<file path="src/design/cache_pkg.sv">
package cache_pkg;

	// address splits into tag, index, word and byte
	localparam int TAG_W   = 5;
	localparam int INDEX_W = 8;
	localparam int WORD_W  = 2;
	localparam int DATA_W  = 16;
	localparam int ADDR_W  = 16;
	localparam int MEM_AW  = 15;

	// sets per way and words per line
	localparam int SETS  = 2 ** INDEX_W;
	localparam int WORDS = 2 ** WORD_W;

	typedef struct packed {
		logic               en;
		logic               compare;
		logic               write;
		logic [TAG_W-1:0]   tag;
		logic [INDEX_W-1:0] index;
		logic [WORD_W-1:0]  word;
		logic [DATA_W-1:0]  data;
		logic               valid_in;
	} way_req_t;

	typedef struct packed {
		logic [TAG_W-1:0]  tag;
		logic [DATA_W-1:0] data;
		logic              hit;
		logic              dirty;
		logic              valid;
	} way_rsp_t;

	// read and write are single-cycle pulses
	typedef struct packed {
		logic              read;
		logic              write;
		logic [MEM_AW-1:0] addr;
		logic [DATA_W-1:0] data;
	} mem_req_t;

endpackage

</file>
<file path="src/design/cache_controller.sv">
`timescale 1ns/1ps

module cache_controller import cache_pkg::*; (
	input  logic              clk,
	input  logic              rst,

	// requester side
	input  logic [ADDR_W-1:0] addr,
	input  logic [DATA_W-1:0] data_in,
	input  logic              rd,
	input  logic              wr,
	output logic [DATA_W-1:0] data_out,
	output logic              done,
	output logic              stall,
	output logic              cache_hit,
	output logic              err,

	// ways
	output way_req_t          way0_req,
	output way_req_t          way1_req,
	input  way_rsp_t          way0_rsp,
	input  way_rsp_t          way1_rsp,

	// main memory
	output mem_req_t          mem_req,
	input  logic [DATA_W-1:0] mem_rdata,
	input  logic              mem_stall
);

	typedef enum logic [2:0] {
		idle,
		evict_issue,
		evict_wait,
		fill_issue,
		fill_wait,
		fill_write,
		finish_write
	} state_t;

	state_t state;
	state_t state_nxt;

	logic [WORD_W-1:0]  cnt;
	logic [WORD_W-1:0]  cnt_nxt;
	logic               way_sel;
	logic               way_sel_nxt;
	logic [SETS-1:0]    lru;
	logic               lru_set;
	logic               lru_val;
	logic [DATA_W-1:0]  data_q;
	logic [DATA_W-1:0]  data_nxt;

	logic [TAG_W-1:0]   tag_in;
	logic [INDEX_W-1:0] index_in;
	logic [WORD_W-1:0]  word_in;
	logic               req_any;
	logic               bad;
	logic               req_ok;
	logic               any_hit;
	logic               pick_way;
	logic               pick_dirty;
	way_rsp_t           sel_rsp;

	// per-cycle issue requests resolved after the state decode
	logic               evict_go;
	logic               fill_go;
	logic [WORD_W-1:0]  fill_word;
	way_req_t           base;
	way_req_t           sel_req;

	assign tag_in   = addr[ADDR_W-1 -: TAG_W];
	assign index_in = addr[WORD_W+1 +: INDEX_W];
	assign word_in  = addr[1 +: WORD_W];

	assign req_any = rd | wr;
	assign bad     = addr[0] | (rd & wr);
	assign req_ok  = req_any & ~bad;
	assign any_hit = way0_rsp.hit | way1_rsp.hit;

	// invalid way first, way 0 before way 1, then lru
	assign pick_way   = ~way0_rsp.valid ? 1'b0 :
	                    ~way1_rsp.valid ? 1'b1 : lru[index_in];
	assign pick_dirty = pick_way ? (way1_rsp.valid & way1_rsp.dirty) :
	                               (way0_rsp.valid & way0_rsp.dirty);

	assign sel_rsp = way_sel ? way1_rsp : way0_rsp;

	assign stall    = (state != idle) | req_any;
	assign data_out = data_nxt;

	always_comb begin
		base          = '0;
		base.tag      = tag_in;
		base.index    = index_in;
		base.word     = word_in;
		base.data     = data_in;
		sel_req       = base;
		way0_req      = base;
		way1_req      = base;
		mem_req       = '0;
		state_nxt     = state;
		cnt_nxt       = cnt;
		way_sel_nxt   = way_sel;
		lru_set       = 1'b0;
		lru_val       = 1'b0;
		data_nxt      = data_q;
		done          = 1'b0;
		err           = 1'b0;
		cache_hit     = 1'b0;
		evict_go      = 1'b0;
		fill_go       = 1'b0;
		fill_word     = cnt;

		case (state)
			idle: begin
				cnt_nxt          = '0;
				way0_req.en      = req_ok;
				way0_req.compare = 1'b1;
				way0_req.write   = wr;
				way1_req.en      = req_ok;
				way1_req.compare = 1'b1;
				way1_req.write   = wr;
				if (req_any && bad) begin
					done = 1'b1;
					err  = 1'b1;
				end else if (req_ok && any_hit) begin
					done      = 1'b1;
					cache_hit = 1'b1;
					// other way becomes the victim
					lru_set   = 1'b1;
					lru_val   = way0_rsp.hit;
					if (rd) begin
						data_nxt = way0_rsp.hit ? way0_rsp.data : way1_rsp.data;
					end
				end else if (req_ok) begin
					way_sel_nxt = pick_way;
					state_nxt   = pick_dirty ? evict_issue : fill_issue;
				end
			end
			evict_issue: begin
				evict_go  = 1'b1;
				state_nxt = evict_wait;
			end
			evict_wait: begin
				// next word goes out in the first cycle the stall is gone
				if (!mem_stall) begin
					if (cnt != '0) begin
						evict_go = 1'b1;
					end else begin
						fill_go   = 1'b1;
						fill_word = '0;
						state_nxt = fill_wait;
					end
				end
			end
			fill_issue: begin
				fill_go   = 1'b1;
				state_nxt = fill_wait;
			end
			fill_wait: begin
				if (!mem_stall) begin
					state_nxt = fill_write;
				end
			end
			fill_write: begin
				sel_req.en       = 1'b1;
				sel_req.write    = 1'b1;
				sel_req.word     = cnt;
				sel_req.data     = mem_rdata;
				sel_req.valid_in = (cnt == WORD_W'(WORDS - 1));
				if (rd && cnt == word_in) begin
					data_nxt = mem_rdata;
				end
				if (cnt == WORD_W'(WORDS - 1)) begin
					lru_set = 1'b1;
					lru_val = ~way_sel;
					cnt_nxt = '0;
					if (wr) begin
						state_nxt = finish_write;
					end else begin
						done      = 1'b1;
						state_nxt = idle;
					end
				end else begin
					// overlap the next fetch with this line write
					fill_go   = 1'b1;
					fill_word = cnt + 1'b1;
					cnt_nxt   = cnt + 1'b1;
					state_nxt = fill_wait;
				end
			end
			finish_write: begin
				sel_req.en      = 1'b1;
				sel_req.compare = 1'b1;
				sel_req.write   = 1'b1;
				done            = 1'b1;
				state_nxt       = idle;
			end
			default: begin
				state_nxt = idle;
			end
		endcase

		// victim word read out of the chosen way straight into memory
		if (evict_go) begin
			sel_req.en    = 1'b1;
			sel_req.word  = cnt;
			mem_req.write = 1'b1;
			mem_req.addr  = {sel_rsp.tag, index_in, cnt};
			mem_req.data  = sel_rsp.data;
			cnt_nxt       = cnt + 1'b1;
		end

		if (fill_go) begin
			mem_req.read = 1'b1;
			mem_req.addr = {tag_in, index_in, fill_word};
		end

		if (state != idle) begin
			if (way_sel) begin
				way1_req = sel_req;
			end else begin
				way0_req = sel_req;
			end
		end
	end

	always_ff @(posedge clk) begin
		if (rst) begin
			state   <= idle;
			cnt     <= '0;
			way_sel <= 1'b0;
			lru     <= '0;
		end else begin
			state   <= state_nxt;
			cnt     <= cnt_nxt;
			way_sel <= way_sel_nxt;
			if (lru_set) begin
				lru[index_in] <= lru_val;
			end
		end
	end

	// holds the last read word for the requester
	always_ff @(posedge clk) begin
		data_q <= data_nxt;
	end

endmodule

</file>
<file path="config.mk">
export PLATFORM = sky130hd
export DESIGN_NAME = cache_controller
export DESIGN_NICKNAME = d
export VERILOG_FILES = /design/src/design/cache_pkg.sv /design/src/design/cache_controller.sv
export SDC_FILE = /design/constraint.sdc
export NUM_CORES = 1
export LEC_CHECK = 0
export BUFFER_PORTS_ARGS = -buffer_cell sky130_fd_sc_hd__buf_4
export CORE_MARGIN = 4
export CORE_UTILIZATION = 58
export CTS_CLUSTER_DIAMETER = 80
export DETAILED_ROUTE_END_ITERATION = 6
export HOLD_SLACK_MARGIN = 0.03
export PLACE_DENSITY = 0.81
export SYNTH_ARGS = -nofsm -noshare
export SYNTH_HDL_FRONTEND = slang
export SYNTH_SLANG_ARGS = --single-unit
</file>
<file path="constraint.sdc">
create_clock -name clk -period 3.1 [get_ports clk]
set_input_delay 0.31 -clock clk [delete_from_list [all_inputs] [get_ports clk]]
set_output_delay 0.31 -clock clk [all_outputs]
set_load 0.005 [all_outputs]
</file>
# Yosys cells after proc, flatten, opt, wreduce, memory -nomap -nowiden
# Cells that the tools add are included.
# W data, S select, Z words.
[classes]
addsub = 1
multipliers = 0
div_mod_pow = 0
magnitude_cmp = 2
eq_ne = 14
n_shift = 0
muxes = 67
bitwise_logic = 12
n_reduce_logical = 11
[ops]
columns = ["cell", "n"]
rows = [
  ["$bwmux W256", 1],
  ["$mux W35", 4],
  ["$mux W16", 5],
  ["$mux W32", 1],
  ["$pmux W16 S2", 1],
  ["$mux W3", 9],
  ["$mux W1", 26],
  ["$mux W24", 1],
  ["$mux W19", 1],
  ["$pmux W3 S6", 1],
  ["$mux W15", 1],
  ["$mux W2", 7],
  ["$ne A2 B2 Y1 const B", 6],
  ["$eq A3 B3 Y1 const B", 3],
  ["$lt A8 B9 Y1 const B", 1],
  ["$bmux W1 S8", 1],
  ["$demux W1 S8", 1],
  ["$ge A8 B1 Y1 const B", 1],
  ["$pmux W2 S2", 2],
  ["$eq A3 B2 Y1 const B", 2],
  ["$pmux W1 S2", 3],
  ["$pmux W1 S3", 2],
  ["$reduce_and A6 Y1", 1],
  ["$reduce_bool A3 Y1", 2],
  ["12 further kinds", 24],
]
[totals]
regBits = 278
latch_bits = 0
ram_bits = 0
romBits = 0
inputBits = 101
elab_cells = 112
memories = 0

# Logic depth before layout (Yosys ltp)
[logic_depth]
ltp_word = 10
ltp_mapped = 11
mapped_depth_nobuf = 8

# Least setup slack after synthesis
# No wires, ideal clock.
[synth_path]
path_type = "in2reg"
start = "in addr[4]"
end = "reg state[1]"
setup_ns = 0.086
t_arrival_ns = 2.603
slack_ns = 0.411
cell_stages = 10
path_buffers = 3
path_cell_list = "buf_4 buf_2 clkbuf_1 mux4_2 a22oi_1 nand2_1 a2111oi_2 nand4_1 a32o_1 a211oi_1"
[synth_via]
elab_chain_len = 10
[synth_rtl]
columns = ["item", "line_no", "source"]
rows = [
  ["from (decl)", "cache_controller.sv:8", "input logic [ADDR_W-1:0] addr,"],
  ["$bmux W1 S8", "cache_controller.sv:82", "~way1_rsp.valid ? 1'b1 : lru[index_in];"],
  ["$mux W1 (implied by the code)", "cache_controller.sv:82", ""],
  ["$mux W1", "cache_controller.sv:82", ""],
  ["$mux W1", "cache_controller.sv:81", "assign pick_way = ~way0_rsp.valid ? 1'b0 :"],
  ["$mux W1", "cache_controller.sv:83", "assign pick_dirty = pick_way ? (way1_rsp.valid & way1_rsp.dirty) :"],
  ["$mux W2", "cache_controller.sv:137", "state_nxt = pick_dirty ? evict_issue : fill_issue;"],
  ["$mux W3", "cache_controller.sv:135", "end else if (req_ok) begin"],
  ["$mux W3", "cache_controller.sv:126", "end else if (req_ok && any_hit) begin"],
  ["$mux W3", "cache_controller.sv:123", "if (req_any && bad) begin"],
  ["$pmux W3 S6", "cache_controller.sv:114", "case (state)"],
  ["to (signal assigned)", "cache_controller.sv:230", "state <= idle;"],
  ["to (signal assigned)", "cache_controller.sv:235", "state <= state_nxt;"],
  ["to (decl)", "cache_controller.sv:40", "state_t state;"],
]
# No other way between the ends. The select of a mux whose other input is x is not followed.
# A chain may end at the register's enable or synchronous reset.

==> flow_summary.yaml <==
placed_design:
  io_buffers: 223
  dpl.hpwl_mm: 31.8
  globalplace.congestion: 1.04
synth:
  synth_flop_cell: "dfxtp_1"
  synth_seq_cells: 278
  synth_cell_types: 64
  synth-edff-count: 0
  ys_async_sr_fraction_pct: 0
  syn-instance-count: 1507
  syn-num-nets: 1611
  synth_area_um2: 14500
  ys_warn_count: 0
  synth_area_per_cell_um2: 9.65
  synth-seq-area-share_pct: 38.3
worst_setup_path:
  critPathMaxStageDelay_ns: 0.44
  startpoint_type: "register"
  worstPathMaxFanout: 6
  required_ns: 2.79
  r2r_setup_slack_ns: 0.32
  arrival_ns: 2.71
  end_kind: "primary output"
  crit_family: "buffers and inverters"
  cp_cell_sequence: "inv_1, ha_1, or3_1, o21ai_0, buf_4, nand2_1, o21ai_0, buf_4"
  crit_slowest_cell: "dfxtp_1"
  path_buf_inv: 3
  crit_type: "register to primary output"
grt:
  use_met3_pct: 6.02
  grt_pass1_wl_mm: 74.7
  antenna_found_initial: 2
  track_usage_pct: 33.1
  grt_pass1_vias: 12700
  top_usage_layer: "met2"
  grt_util_met1_pct: 42.8
  grt_max_degree: 200
  grtUsageMet2_pct: 55.3
  overflow: 0
detailed_routing:
  wl_per_cell_um: 24.9
  remaining_drc_errors: 0
  vias: 13500
  drt_first_pass_iters: 6
  avgViaCountPerCell: 6.87
  detail-route-antenna-nets: 0
  first_iter_violations: 1749
  routed_wl_mm: 49.1
die:
  die_y_um: 166
  die_x_um: 166
  core_um2: 24500
  io_pins: 224
  rows: 57
  die-area_um2: 27700
  start_util_pct: 59.5
cts:
  tritoncts: "yes"
  clk_pin_slew_ns: 0.06
  root_buffer: "clkbuf_16"
  cts_sinks: 278
  clock_path_buffers: 3
  post-cts-setup-buffers: 0
  clk_latency_ns: 0.54
  cts_made_buffers: 29
  h-tree-depth: 1
sta:
  fin_hold_ws_ns: 0.0437
  rsz0062_at_grt: "false"
  setup_viol_count_final: 0
  max_slew_margin_pct: 28.4
  finClkSkew_ns: 0.00635
  tightest_slew_ns: 1.07
  tns_ns: 0
  fmax_ghz: 0.331
  period_share_pct: 97.4
  final_max_slew_viol_count: 0
  hold_violations: 0
  period_needed_ns: 3.02
status:
  status: "finished clean"
finish:
  drive_gt1_share_pct: 29.0
  nets: 1725
  final_util_pct: 71.0
  syn2layout_area_growth_pct: 19.4
power_and_ir_drop:
  leakagePower_nw: 6.31
  ir_worst_vdd_v: 0.000481
  power_density_nw_per_um2: 552
flow_run:
  drv_cap: 0
hold_path:
  hold_class: "input port to register"
## kinds of logic (layout without fill, tap and decap cells)
group,Yosys count,count (layout),share of synthesized area (%)
compound gates,550,550,26.4
flops,278,278,38.3
buf+inv,230,366,7.42
mux,185,185,17.9
simple gates,258,258,9.57
xor+xnor,3,3,0.181
other cells,0,2,0
fa+ha+maj,3,3,0.258
## area by class of cell
type / count / area, µm²
fillers: 1825 / 7100
well taps: 324 / 405
diodes: 2 / 5.00
flip-flops and latches: 278 / 5570
inverters: 9 / 33.8
multi-input cells: 999 / 7990
clock buffers: 40 / 847
clock inverters: 13 / 131
repair buffers: 304 / 2390
## repair_timing
action,CTS,global route
hold buffers,1,0
setup endpoints to repair,0,5
endpoints found under the hold margin,1,0
gates resized for setup,0,2
## power breakdown
group / total, W / switching [W] / internal, W / leakage, nW
Sequential: 0.00375 / 0.0000496 / 0.00370 / 2.24
Clock: 0.00355 / 0.00147 / 0.00207 / 0.471
Combinational: 0.00228 / 0.00130 / 0.000983 / 3.60
Total: 0.00958 / 0.00282 / 0.00676 / 6.31
## worst register-to-register path, delay by kind of cell, from the launching register on
| kind | cells | cell delay (ns) |
|---|---|---|
| muxes | 1 | 0.21 |
| DFF | 1 | 0.31 |
| AOI/OAI and AO/OA | 1 | 0.24 |
| and+or+nand+nor | 5 | 1.88 |
## cell usage after synthesis, drive strengths merged, types with 2 or more instances
cell type / number / share of area (%)
a22o: 6 / 0.36
or4: 3 / 0.15
a22oi: 11 / 0.57
a211oi: 5 / 0.26
a211o: 3 / 0.18
nand3: 39 / 1.3
mux2: 40 / 3.1
o211ai: 3 / 0.15
nor3: 16 / 0.89
inv: 9 / 0.23
nor2: 91 / 2.5
o21ai: 19 / 0.65
or2: 2 / 0.086
nor3b: 2 / 0.10
o22ai: 5 / 0.22
a311oi: 226 / 14
or3: 5 / 0.22
nor4: 12 / 1.2
and2: 10 / 0.43
dfxtp: 278 / 38
a221o: 16 / 1.1
and3b: 2 / 0.12
buf: 72 / 3.3
a31oi: 5 / 0.22
nor2b: 14 / 0.60
ha: 3 / 0.26
a21oi: 232 / 8.0
mux4: 54 / 8.5
clkbuf: 149 / 3.8
a2111oi: 3 / 0.23
a21boi: 3 / 0.15
o31ai: 2 / 0.10
xnor2: 2 / 0.12
a21o: 4 / 0.21
nand2: 47 / 1.2
nand2b: 9 / 0.39
mux2i: 91 / 6.3
a311o: 2 / 0.14
## metal layers
layer,vias to the layer above,wire (µm),part of all wire [%]
met1,6476,19000,39
met4,0,2000,4.1
met3,135,4480,9.1
met2,807,23600,48
met5,-,0,0
li1,6111,-,-
## path summary, 6_finish.rpt
path | start | to | cells after the start
worst min-delay path | mem_rdata[5] | data_q[5] | 2
worst max-delay path | cnt[1] | way1_req[18] | 8
worst min register to register | data_q[3] | data_q[3] | 1
worst max register to register | state[2] | lru[144] | 7
## sequential cells by signal, summed over array words and instances (netlist names)
name,cells
cnt,2
data_q,16
lru,256
state,3
way_sel,1
## layout by cell type (no fill, tap or decap), drive strengths merged, types with 4 or more instances in the layout
cell type,Yosys,routed
or3,5,5
a211oi,5,5
nor3,16,16
mux2i,91,91
a22o,6,6
clkinvlp,0,5
o21ai,19,19
nor4,12,12
inv,9,9
mux2,40,40
dfxtp,278,278
buf,72,303
nand3,39,39
clkinv,0,6
a21oi,232,232
mux4,54,54
a311oi,226,226
and2,10,10
nor2b,14,14
a21o,4,4
clkbuf,149,40
a221o,16,16
a31oi,5,5
o22ai,5,5
a22oi,11,11
nand2,47,47
nor2,91,91
nand2b,9,9
## metrics by stage
step / std cells / cell area (µm²) / total power, W / setup slack [ns]
2_1_floorplan: 1507 / 14500 / 0.00500 / 0.411
3_3_place_gp: 1913 / 16400 / 0.00606 / 0.220
3_5_place_dp: 1913 / 16400 / 0.00607 / 0.178
4_1_cts: 1967 / 17400 / 0.00956 / 0.0485
5_1_grt: 1969 / 17400 / 0.00987 / 0.0120
6_report: 1969 / 17400 / 0.00958 / 0.0814
No activity file was read; power rests on OpenSTA's default activity.
